<file path="config.mk">
export PLATFORM = sky130hd
export DESIGN_NAME = tcdm_tile_remote_top
export DESIGN_NICKNAME = d
export VERILOG_FILES = /design/src/hdl/tcdm_addr_pkg.sv /design/src/hdl/tcdm_req_pkg.sv /design/src/hdl/tcdm_addr_slicer.sv /design/src/hdl/tile_remote_cfg.sv /design/src/hdl/tcdm_req_router.sv /design/src/hdl/tcdm_tile_remote_top.sv
export VERILOG_INCLUDE_DIRS = /design/src /design/src/include
export SDC_FILE = /design/constraint.sdc
export NUM_CORES = 1
export LEC_CHECK = 0
export ABC_CLOCK_PERIOD_IN_PS = 8800
export BUFFER_PORTS_ARGS = -buffer_cell sky130_fd_sc_hd__clkbuf_2
export CORE_AREA = 5 5 99 101
export CTS_BUF_LIST = sky130_fd_sc_hd__clkbuf_16
export DETAILED_ROUTE_END_ITERATION = 7
export DIE_AREA = 0 0 104 106
export MAX_ROUTING_LAYER = met4
export PLACE_DENSITY = 0.89
export REMOVE_ABC_BUFFERS = 1
export SLEW_MARGIN = 15
export SYNTH_ARGS = -nofsm -noshare
export SYNTH_HDL_FRONTEND = slang
export SYNTH_HIERARCHICAL = 1
export SYNTH_SLANG_ARGS = --single-unit
</file>
<file path="constraint.sdc">
create_clock -name clk_i -period 8.8 [get_ports clk_i]
set_input_delay 0.44 -clock clk_i [delete_from_list [all_inputs] [get_ports clk_i]]
set_output_delay 0.44 -clock clk_i [all_outputs]
set_load 0.05 [all_outputs]
</file>
<file path="src/include/tcdm_defs.svh">
/*
 * Cluster geometry and address field layout for the tile remote port.
 * Fields from LSB upward: byte offset, bank, tile in group, group, row.
 * Group and tile counts are assumed to be powers of two.
 */
`ifndef TCDM_DEFS_SVH
`define TCDM_DEFS_SVH

// Cluster geometry
`define TCDM_NUM_GROUPS 4
`define TCDM_NUM_TILES_PER_GROUP 4
`define TCDM_NUM_TILES (`TCDM_NUM_GROUPS * `TCDM_NUM_TILES_PER_GROUP)
`define TCDM_NUM_BANKS_PER_TILE 16

// Address and data sizes
`define TCDM_BYTE_OFFSET 2
`define TCDM_ADDR_WIDTH 32
`define TCDM_ROW_WIDTH 8
`define TCDM_DATA_WIDTH 32

// Index width that never collapses to zero bits
`define TCDM_IDX_WIDTH(n) (((n) > 1) ? $clog2(n) : 1)

// Raw field widths inside the byte address
`define TCDM_BANK_BITS ($clog2(`TCDM_NUM_BANKS_PER_TILE))
`define TCDM_TILE_BITS ($clog2(`TCDM_NUM_TILES_PER_GROUP))
`define TCDM_GROUP_BITS ($clog2(`TCDM_NUM_GROUPS))

// Identifier widths, tile ID is {group, tile in group}
`define TCDM_TILE_ID_WIDTH (`TCDM_IDX_WIDTH(`TCDM_NUM_TILES))
`define TCDM_GROUP_ID_WIDTH (`TCDM_IDX_WIDTH(`TCDM_NUM_GROUPS))

// Field positions
`define TCDM_BANK_LSB (`TCDM_BYTE_OFFSET)
`define TCDM_TILE_LSB (`TCDM_BANK_LSB + `TCDM_BANK_BITS)
`define TCDM_GROUP_LSB (`TCDM_TILE_LSB + `TCDM_TILE_BITS)
`define TCDM_ROW_LSB (`TCDM_GROUP_LSB + `TCDM_GROUP_BITS)

// Tile memory address as seen by a remote tile: {row, bank, tile in group}
`define TCDM_TCDM_ADDR_WIDTH (`TCDM_ROW_WIDTH + `TCDM_BANK_BITS + `TCDM_TILE_BITS)

// Local bank port address: {row, bank}
`define TCDM_LOCAL_ADDR_WIDTH (`TCDM_ROW_WIDTH + `TCDM_BANK_BITS)

`endif

</file>
<file path="src/hdl/tcdm_addr_pkg.sv">
/*
 * Address-side types of the tile remote port.
 * Widths follow the geometry macros in tcdm_defs.svh.
 */
`default_nettype none

`include "tcdm_defs.svh"

package tcdm_addr_pkg;

  // Byte address as issued by a core
  typedef logic [`TCDM_ADDR_WIDTH-1:0] addr_t;

  // Tile identifier, {group, tile in group}
  typedef logic [`TCDM_TILE_ID_WIDTH-1:0] tile_id_t;

  // Group identifier, doubles as the remote port select
  typedef logic [`TCDM_GROUP_ID_WIDTH-1:0] group_id_t;

  // Address seen by the remote tiles, group field removed
  typedef logic [`TCDM_TCDM_ADDR_WIDTH-1:0] tcdm_addr_t;

  // Address seen by the local banks
  typedef logic [`TCDM_LOCAL_ADDR_WIDTH-1:0] local_addr_t;

endpackage : tcdm_addr_pkg

`default_nettype wire

</file>
<file path="src/hdl/tcdm_req_pkg.sv">
/*
 * Request payload types and the configuration register map.
 * Offset 3 of the register map is unused and reads as zero.
 */
`default_nettype none

`include "tcdm_defs.svh"

package tcdm_req_pkg;

  // Write data and byte strobes
  typedef logic [`TCDM_DATA_WIDTH-1:0] data_t;
  typedef logic [`TCDM_DATA_WIDTH/8-1:0] strb_t;

  // Configuration port
  typedef logic [1:0] cfg_addr_t;
  typedef logic [7:0] cfg_data_t;

  // Register offsets
  localparam cfg_addr_t CfgTileId = 2'd0;
  localparam cfg_addr_t CfgPortEn = 2'd1;
  localparam cfg_addr_t CfgDropCnt = 2'd2;

  // Drop counter stops here
  localparam cfg_data_t DropCntMax = 8'hff;

endpackage : tcdm_req_pkg

`default_nettype wire

</file>
<file path="src/hdl/tcdm_addr_slicer.sv">
/*
 * Splits a byte address into the tile memory address and remote port select.
 * Purely combinational. The select is target group XOR issuing group,
 * so port 0 always addresses the issuer's own group.
 */
`timescale 1ns/1ps
`default_nettype none

`include "tcdm_defs.svh"

module tcdm_addr_slicer
  import tcdm_addr_pkg::*;
(
  input  addr_t      remote_req_tgt_addr_i,
  input  group_id_t  group_id_i,
  output tcdm_addr_t remote_req_tgt_addr_o,
  output group_id_t  remote_req_tgt_sel_o
);

  logic [`TCDM_ROW_WIDTH-1:0] row_addr;
  logic [`TCDM_BANK_BITS-1:0] bank_addr;

  // Row and bank are kept in every geometry
  assign row_addr = remote_req_tgt_addr_i[`TCDM_ROW_LSB +: `TCDM_ROW_WIDTH];
  assign bank_addr = remote_req_tgt_addr_i[`TCDM_BANK_LSB +: `TCDM_BANK_BITS];

  // Remote address
  if (`TCDM_NUM_TILES_PER_GROUP == 1) begin : gen_tgt_addr
    // No tile field, only row and bank remain
    assign remote_req_tgt_addr_o = tcdm_addr_t'({row_addr, bank_addr});
  end else begin : gen_tgt_addr
    logic [`TCDM_TILE_BITS-1:0] g_tile_addr;

    // Tile in group moves below the row, group index is dropped
    assign g_tile_addr = remote_req_tgt_addr_i[`TCDM_TILE_LSB +: `TCDM_TILE_BITS];
    assign remote_req_tgt_addr_o = {row_addr, bank_addr, g_tile_addr};
  end

  // Remote port select
  if (`TCDM_NUM_GROUPS == 1) begin : gen_tgt_sel
    // Single group, everything leaves on port 0
    assign remote_req_tgt_sel_o = '0;
  end else begin : gen_tgt_sel
    group_id_t g_addr;

    assign g_addr = remote_req_tgt_addr_i[`TCDM_GROUP_LSB +: `TCDM_GROUP_BITS];
    // Relative group distance picks the port
    assign remote_req_tgt_sel_o = g_addr ^ group_id_i;
  end

endmodule : tcdm_addr_slicer

`default_nettype wire

</file>
<file path="src/hdl/tile_remote_cfg.sv">
/*
 * Configuration registers beside the request router.
 * Writes land at the sampling edge; readback is combinational.
 * Any write to the drop count clears it, and the count saturates at 255.
 */
`timescale 1ns/1ps
`default_nettype none

`include "tcdm_defs.svh"

module tile_remote_cfg
  import tcdm_addr_pkg::*;
  import tcdm_req_pkg::*;
(
  input  logic                        clk_i,
  input  logic                        rst_n_i,
  input  logic                        cfg_we_i,
  input  cfg_addr_t                   cfg_addr_i,
  input  cfg_data_t                   cfg_wdata_i,
  input  logic                        drop_i,
  output cfg_data_t                   cfg_rdata_o,
  output tile_id_t                    tile_id_o,
  output logic [`TCDM_NUM_GROUPS-1:0] port_en_o
);

  tile_id_t tile_id_q;
  logic [`TCDM_NUM_GROUPS-1:0] port_en_q;
  cfg_data_t drop_cnt_q;
  logic drop_clr;

  assign drop_clr = cfg_we_i && (cfg_addr_i == CfgDropCnt);

  // Tile ID and port enable mask
  always_ff @(posedge clk_i) begin
    if (!rst_n_i) begin
      tile_id_q <= '0;
      port_en_q <= '1;
    end else if (cfg_we_i) begin
      case (cfg_addr_i)
        CfgTileId: tile_id_q <= cfg_wdata_i[$bits(tile_id_t)-1:0];
        CfgPortEn: port_en_q <= cfg_wdata_i[`TCDM_NUM_GROUPS-1:0];
        default: ;
      endcase
    end
  end

  // Drop counter, clear wins over increment
  always_ff @(posedge clk_i) begin
    if (!rst_n_i) begin
      drop_cnt_q <= '0;
    end else if (drop_clr) begin
      drop_cnt_q <= '0;
    end else if (drop_i && (drop_cnt_q != DropCntMax)) begin
      drop_cnt_q <= drop_cnt_q + 8'd1;
    end
  end

  // Readback mux
  always_comb begin
    cfg_rdata_o = '0;
    case (cfg_addr_i)
      CfgTileId: cfg_rdata_o = cfg_data_t'(tile_id_q);
      CfgPortEn: cfg_rdata_o = cfg_data_t'(port_en_q);
      CfgDropCnt: cfg_rdata_o = drop_cnt_q;
      default: cfg_rdata_o = '0;
    endcase
  end

  assign tile_id_o = tile_id_q;
  assign port_en_o = port_en_q;

endmodule : tile_remote_cfg

`default_nettype wire

</file>
<file path="src/hdl/tcdm_req_router.sv">
/*
 * Routes each request to the local bank port, a remote port, or drops it.
 * One cycle latency, one request per cycle, no back-pressure.
 * drop_o is combinational and lines up with the request being sampled.
 */
`timescale 1ns/1ps
`default_nettype none

`include "tcdm_defs.svh"

module tcdm_req_router
  import tcdm_addr_pkg::*;
  import tcdm_req_pkg::*;
(
  input  logic                        clk_i,
  input  logic                        rst_n_i,
  // Incoming request
  input  logic                        req_valid_i,
  input  addr_t                       req_addr_i,
  input  logic                        req_wen_i,
  input  data_t                       req_wdata_i,
  input  strb_t                       req_be_i,
  // Configuration
  input  tile_id_t                    tile_id_i,
  input  logic [`TCDM_NUM_GROUPS-1:0] port_en_i,
  // Local bank port
  output logic                        local_valid_o,
  output local_addr_t                 local_addr_o,
  output logic                        local_wen_o,
  output data_t                       local_wdata_o,
  output strb_t                       local_be_o,
  // Remote port
  output logic                        remote_valid_o,
  output group_id_t                   remote_sel_o,
  output tcdm_addr_t                  remote_addr_o,
  output logic                        remote_wen_o,
  output data_t                       remote_wdata_o,
  output strb_t                       remote_be_o,
  // Discarded request
  output logic                        drop_o
);

  group_id_t own_group;
  logic [`TCDM_TILE_BITS-1:0] own_tile;
  logic [`TCDM_TILE_BITS-1:0] tgt_tile;
  tcdm_addr_t tgt_addr;
  group_id_t tgt_sel;
  logic is_local;
  logic is_remote;
  logic local_valid_q;
  logic remote_valid_q;

  // Split own tile ID into group and tile in group
  assign own_group = tile_id_i[`TCDM_TILE_ID_WIDTH-1 -: `TCDM_GROUP_BITS];
  assign own_tile = tile_id_i[`TCDM_TILE_BITS-1:0];

  tcdm_addr_slicer i_tcdm_addr_slicer (
    .remote_req_tgt_addr_i (req_addr_i),
    .group_id_i            (own_group),
    .remote_req_tgt_addr_o (tgt_addr),
    .remote_req_tgt_sel_o  (tgt_sel)
  );

  // Local when the target sits in our group (select 0) and on our tile
  assign tgt_tile = req_addr_i[`TCDM_TILE_LSB +: `TCDM_TILE_BITS];
  assign is_local = (tgt_sel == '0) && (tgt_tile == own_tile);
  assign is_remote = !is_local && port_en_i[tgt_sel];

  // Disabled port swallows the request
  assign drop_o = req_valid_i && !is_local && !port_en_i[tgt_sel];

  // Valid strobes
  always_ff @(posedge clk_i) begin
    if (!rst_n_i) begin
      local_valid_q <= 1'b0;
      remote_valid_q <= 1'b0;
    end else begin
      local_valid_q <= req_valid_i && is_local;
      remote_valid_q <= req_valid_i && is_remote;
    end
  end

  // Local payload, held until the next local request
  always_ff @(posedge clk_i) begin
    if (req_valid_i && is_local) begin
      local_addr_o <= tgt_addr[$bits(tcdm_addr_t)-1 -: $bits(local_addr_t)];
      local_wen_o <= req_wen_i;
      local_wdata_o <= req_wdata_i;
      local_be_o <= req_be_i;
    end
  end

  // Remote payload, held until the next remote request
  always_ff @(posedge clk_i) begin
    if (req_valid_i && is_remote) begin
      remote_sel_o <= tgt_sel;
      remote_addr_o <= tgt_addr;
      remote_wen_o <= req_wen_i;
      remote_wdata_o <= req_wdata_i;
      remote_be_o <= req_be_i;
    end
  end

  assign local_valid_o = local_valid_q;
  assign remote_valid_o = remote_valid_q;

endmodule : tcdm_req_router

`default_nettype wire

</file>
<file path="src/hdl/tcdm_tile_remote_top.sv">
/*
 * Remote request port of one tile: config registers plus router.
 * Requests are single-cycle strobes; outputs follow one cycle later.
 */
`timescale 1ns/1ps
`default_nettype none

`include "tcdm_defs.svh"

module tcdm_tile_remote_top
  import tcdm_addr_pkg::*;
  import tcdm_req_pkg::*;
(
  input  logic        clk_i,
  input  logic        rst_n_i,
  // Request
  input  logic        req_valid_i,
  input  addr_t       req_addr_i,
  input  logic        req_wen_i,
  input  data_t       req_wdata_i,
  input  strb_t       req_be_i,
  // Configuration
  input  logic        cfg_we_i,
  input  cfg_addr_t   cfg_addr_i,
  input  cfg_data_t   cfg_wdata_i,
  output cfg_data_t   cfg_rdata_o,
  // Local bank port
  output logic        local_valid_o,
  output local_addr_t local_addr_o,
  output logic        local_wen_o,
  output data_t       local_wdata_o,
  output strb_t       local_be_o,
  // Remote port
  output logic        remote_valid_o,
  output group_id_t   remote_sel_o,
  output tcdm_addr_t  remote_addr_o,
  output logic        remote_wen_o,
  output data_t       remote_wdata_o,
  output strb_t       remote_be_o
);

  tile_id_t tile_id;
  logic [`TCDM_NUM_GROUPS-1:0] port_en;
  logic drop;

  tile_remote_cfg i_tile_remote_cfg (
    .clk_i       (clk_i),
    .rst_n_i     (rst_n_i),
    .cfg_we_i    (cfg_we_i),
    .cfg_addr_i  (cfg_addr_i),
    .cfg_wdata_i (cfg_wdata_i),
    .drop_i      (drop),
    .cfg_rdata_o (cfg_rdata_o),
    .tile_id_o   (tile_id),
    .port_en_o   (port_en)
  );

  tcdm_req_router i_tcdm_req_router (
    .clk_i          (clk_i),
    .rst_n_i        (rst_n_i),
    .req_valid_i    (req_valid_i),
    .req_addr_i     (req_addr_i),
    .req_wen_i      (req_wen_i),
    .req_wdata_i    (req_wdata_i),
    .req_be_i       (req_be_i),
    .tile_id_i      (tile_id),
    .port_en_i      (port_en),
    .local_valid_o  (local_valid_o),
    .local_addr_o   (local_addr_o),
    .local_wen_o    (local_wen_o),
    .local_wdata_o  (local_wdata_o),
    .local_be_o     (local_be_o),
    .remote_valid_o (remote_valid_o),
    .remote_sel_o   (remote_sel_o),
    .remote_addr_o  (remote_addr_o),
    .remote_wen_o   (remote_wen_o),
    .remote_wdata_o (remote_wdata_o),
    .remote_be_o    (remote_be_o),
    .drop_o         (drop)
  );

endmodule : tcdm_tile_remote_top

`default_nettype wire

</file>
## Word-level counts from Yosys, hierarchy flattened

Cells that the tools add are included.

- Output and inout bits: 112
- Register bits: 120
- Logic and storage cells: 40

- Reduce and logical (&&, ||, !) cells: 15
- Order comparisons: 1
- Eq/ne operators: 4
- Bitwise logic cells: 2
- Mux-type cells: 3
- Add/subtract/negate cells: 1

Operator list:

| cell | count |
|---|---|
| 8-bit case mux with 3 select lines | 1 |
| 8-bit by 1-bit adder with 8-bit output (second input constant) | 1 |
| 1-bit logical AND | 8 |
| 8-bit != test (second input constant) | 1 |
| 2-bit zero test | 2 |
| 2-bit AND reduction | 2 |
| 2-bit by 3-bit < comparator with 1-bit output (second input constant) | 1 |
| 1-bit binary-select mux with 2-bit select | 1 |
| 2-bit by 1-bit == test with 1-bit output (second input constant) | 1 |
| 2-bit == test | 1 |
| 2-bit == test (second input constant) | 1 |
| 1-bit zero test | 2 |
| 2-bit OR reduction | 1 |
| 2-bit XOR | 1 |
| 1-bit 2-to-1 mux | 1 |
| 1-bit inverter | 1 |

## Depth between registers and ports, before layout

- Depth in word-level cells: 7
- Depth in mapped cells: 6
- Gate-level depth less buffers: 6

## By module

The synthesis kept the hierarchy.

Modules (own cells, without submodules):

| module | area each (sq um) | cells an instance | times used | seq. area each (sq um) |
|---|---|---|---|---|
| tcdm_req_router | 3,233.1 | 118 | 1 | 3,103.0 |
| tile_remote_cfg | 909.6 | 102 | 1 | 320.3 |
| tcdm_addr_slicer | 122.6 | 16 | 1 | 0.0 |

## Least setup slack after synthesis

Ideal clock, no wire load.

- Kind: input port to flip-flop
- Start point: in req_addr_i[8]
- End point: reg i_tcdm_req_router.local_addr_o[0] (enable)
- Data required time: 8.223 ns
- Library setup time: 0.577 ns
- Path slack: 2.658 ns
- Cell stages on the path: 3
- Data arrival time: 5.565 ns
- Cell sequence: xor2_1 > or2_1 > nor4_1

- Word-level cells in the longest chain between the ends: 4

RTL lines:

| what | line | source |
|---|---|---|
| from (decl) | tcdm_tile_remote_top.sv:18 | `input addr_t req_addr_i,` |
| 2-bit XOR | tcdm_addr_slicer.sv:48 | `assign remote_req_tgt_sel_o = g_addr ^ group_id_i;` |
| 2-bit zero test | tcdm_req_router.sv:66 | `assign is_local = (tgt_sel == '0) && (tgt_tile == own_tile);` |
| 1-bit logical AND | tcdm_req_router.sv:66 |  |
| 1-bit logical AND | tcdm_req_router.sv:85 | `if (req_valid_i && is_local) begin` |
| to (signal assigned) | tcdm_req_router.sv:86 | `local_addr_o <= tgt_addr[$bits(tcdm_addr_t)-1 -: $bits(local_addr_t)];` |
| to (decl) | tcdm_req_router.sv:28 | `output local_addr_t local_addr_o,` |

No other way between the ends.
A chain may end at the register's enable or synchronous reset.

## Final worst setup path

- Start point: reg i_tile_remote_cfg.tile_id_q[2] (netlist: i_tile_remote_cfg/tile_id_o[2])
- End point: reg i_tile_remote_cfg.drop_cnt_q[5]

- Word-level cells in the longest chain between the ends: 7
- Elaborated cells on any way between the ends: 10
- Those cells by class: mux: 2; bitwise: 1; reduce/logical: 7

RTL lines:

| what | line | source |
|---|---|---|
| from (decl) | tile_remote_cfg.sv:26 | `tile_id_t tile_id_q;` |
| from (signal assigned) | tile_remote_cfg.sv:40 | `CfgTileId: tile_id_q <= cfg_wdata_i[$bits(tile_id_t)-1:0];` |
| 2-bit XOR * | tcdm_addr_slicer.sv:48 |  |
| named net i_tcdm_req_router.tgt_sel[0] | tcdm_req_router.sv:47 | `group_id_t tgt_sel;` |
| parallel branches: the longest is 4 deep, another holds 1-bit binary-select mux with 2-bit select | - |  |
| 1-bit logical AND * | tcdm_req_router.sv:70 | `assign drop_o = req_valid_i && !is_local && !port_en_i[tgt_sel];` |
| named net drop | tcdm_tile_remote_top.sv:44 | `logic drop;` |
| 1-bit logical AND * | tile_remote_cfg.sv:53 | `end else if (drop_i && (drop_cnt_q != DropCntMax)) begin` |
| to (signal assigned) | tile_remote_cfg.sv:54 | `drop_cnt_q <= drop_cnt_q + 8'd1;` |
| to (decl) | tile_remote_cfg.sv:28 | `cfg_data_t drop_cnt_q;` |

Mark *: on every way through the listed nets, which the timed path passes. The select of a mux whose other input is x is not followed.

==> impl_results.md <==
* Outcome: finished, final reports clean
* Sequential share of the synthesized area at 80.3%
* Post-synthesis xor/xnor area fraction at 1.23%
* WL per Instance at 18.7 um
* Number of global-route vias before repair at 2,705
* RePlAce Congestion at 0.884
* Hpwl dp at 7350 um
* All-layer global routing usage at 18.8%
* Total setup buffers inserted after CTS at 0
* Largest family of logic cells by synthesized area: simple AND/OR/NAND/NOR gates
* Adder-cell share of the synthesized area at 0.293%
* Initial Util at 47.7%
* Power Density at 265 nW/um2
* Max-Slew Margin vs Limit at 53.6%
* # DRC at 0
* NumNets Final at 495
* Crit-path max cell delay at 610 ps
* Core footprint at 8930 um2
* First-pass GRT wire length at 15,300 um
* Yosys warnings at 6
* Worst-Margin Slew at 697 ps
* WL final at 9990 um
* Main synth FF type: edfxtp_1
* N_diodes at 0
* DR iter-0 viols at 115
* Clock Path Buffers at 2
* Clk sinks at 120
* CTS tree: done
* Crit path kind: flop to flop
* Die Y at 106 um
* Asr flop ratio synth at 0%
* Final Cell Area at 5770 um2
* Synth Area in Simple Gates at 8.01%
* Number of port buffers at 174
* Commonest cells after routing, fill and taps aside: clkbuf_2, edfxtp_1, dfxtp_1, clkbuf_16, nand3_1
* Final Critical Period at 2560 ps
* Largest net degree at the start of global routing at 54
* Initial antenna violation count at 0
* Crit-path cells: xor2_1, mux4_2, a311oi_2, nand4_1, nor4b_1, nor3_1
* Max Freq at 391 MHz
* Mapped Area at 4270 um2
* Root Driver: clkbuf_16
* Clock slew at reported path FFs at 50 ps
* Vias per cell at 5.01
* Synth unique cells at 36
* Hold_buf cts at 0
* Critical Path Fanout Max at 6
* DR vias at 2,682
* Post-Place Cell Area at 5140 um2
* Skew-Pair Late Insertion Delay at 390 ps
* WP data required at 9080 ps
* Die area at 11,000 um2
* TNS Setup at 0 ps
* Synth Area in Compound Gates at 3.11%
* Top-area cell type share of the netlist area at 71.8%
* Cts bufs inserted at 17
* Startpoint Class: flop
* H-Tree Depth at 4
* Routed Antenna Nets at 0
* Syn_area_per_cell at 18.1 um2
* Number of gates resized after cts at 0
* Largest cells by area after synthesis: edfxtp_1, dfxtp_1, mux2i_1
* Setup crit end kind: flop
* Maximum vdd drop at 0.000128 V
* Fin. Hold Viols at 0
* Post-synthesis cell count at 236
* Max cap viols at 0
* Leak Pwr at 2.38 nW
* Die width at 104 um
* Global route overflow at 0
* Std cell rows at 35
* Share of cells above drive strength 1 at 50.9%
* RSZ-0062 raised after global routing: false
* FF+latch count, synth at 120
* Cell taking the most area after synthesis: edfxtp_1
* P&R area growth vs syn at 35.3%
* Clk_skew at 7.73 ps
* Hold crit path type: input port to flop
* Slowest CP cell: mux4_2
* Final Slew Violations at 0
* Multiplexer area fraction after synthesis at 3.34%
* Number of synthesized flops with an enable pin at 102
* Commonest non-fill, non-tap cell in the layout: clkbuf_2
* Final setup fails at 0
* I/O pins at 195
* Tcrit/Tclk final at 29.0%
* Drt pass-1 iters at 4
* WP data arrival at 2830 ps
-- kinds of logic (layout without fill, tap and decap cells) --
logic type,Yosys count,after routing
compound gates,17,17
xor+xnor,6,6
fa+ha+maj,1,1
buf+inv,22,210
flops,120,120
mux,13,13
simple gates,57,57
-- through the flow --
stage / hold WS (ps) / total power, mW / setup WS, ps / cells / util, %
6_report: 236 / 1.53 / 6240 / 535 / 64.6
5_1_grt: 218 / 1.58 / 5990 / 535 / 64.6
4_1_cts: 217 / 1.54 / 6240 / 535 / 64.6
3_5_place_dp: 488 / 0.826 / 6110 / 503 / 57.6
3_3_place_gp: 475 / 0.821 / 6150 / 503 / 57.6
2_1_floorplan: 455 / 0.773 / 2660 / 216 / -
-- worst max-delay path: cells and delay by family, from the launching register on --
| kind | cells | cell delay, ps |
|---|---|---|
| flops | 1 | 380 |
| xor+xnor | 1 | 350 |
| simple gates | 3 | 620 |
| mux | 1 | 610 |
| compound gates | 1 | 460 |
-- flip-flops by register name, indices dropped and copies added (netlist names) --
signal,flops
i_tile_remote_cfg/tile_id_o,4
i_tcdm_req_router/local_wdata_o,32
i_tcdm_req_router/remote_addr_o,14
i_tcdm_req_router/remote_be_o,4
i_tcdm_req_router/remote_wen_o,1
i_tcdm_req_router/remote_wdata_o,32
i_tcdm_req_router/local_wen_o,1
i_tcdm_req_router/remote_valid_o,1
i_tcdm_req_router/remote_sel_o,2
i_tile_remote_cfg/port_en_o,4
i_tcdm_req_router/local_valid_o,1
i_tile_remote_cfg/drop_cnt_q,8
i_tcdm_req_router/local_be_o,4
i_tcdm_req_router/local_addr_o,12
-- worst paths after layout --
kind | slack, ps | cells after the start | to | startpoint
worst min-delay path | 240 | 1 | i_tcdm_req_router/remote_addr_o[12] | req_addr_i[16]
worst max-delay path | 6240 | 6 | i_tile_remote_cfg/drop_cnt_q[5] | i_tile_remote_cfg/tile_id_o[2]
worst min register to register | 500 | 2 | i_tile_remote_cfg/port_en_o[1] | i_tile_remote_cfg/port_en_o[1]
worst max register to register | 6240 | 6 | i_tile_remote_cfg/drop_cnt_q[5] | i_tile_remote_cfg/tile_id_o[2]
-- routing by layer --
metal | up-vias | share of wire [%] | track usage, %
li1 | 1252 | - | -
met1 | 1269 | 37 | 21.7
met2 | 153 | 52 | 30.5
met3 | 8 | 8.9 | 6.98
met4 | 0 | 1.4 | 6.20
met5 | - | 0 | -
-- where the power goes --
part           total [mW]  internal [mW]  switching [mW]
sequential          0.657          0.648         0.00924
clock               0.715          0.475           0.240
combinational       0.157         0.0328           0.124
-- Yosys cell counts (all sizes together), types with 2 or more instances --
library cell / count
clkbuf: 2
edfxtp: 102
nor2: 2
nand3b: 5
o21ai: 4
o311a: 2
nor3: 3
a21boi: 2
nand3: 15
xnor2: 2
a21oi: 3
mux2i: 12
nand2: 10
a31oi: 3
inv: 2
a311oi: 2
dfxtp: 18
nor4: 2
nor2b: 6
and2: 5
buf: 18
and4: 3
nand4: 2
xor2: 4
-- final cells by class --
class / instances / area [um2]
clock buffer: 17 / 425
sequential: 120 / 3420
inverter: 2 / 7.51
fill: 631 / 3160
clock inverter: 15 / 200
timing repair buffer: 176 / 886
multi-input combinational: 94 / 688
tap: 111 / 139
(Power assumes the default switching activity.)
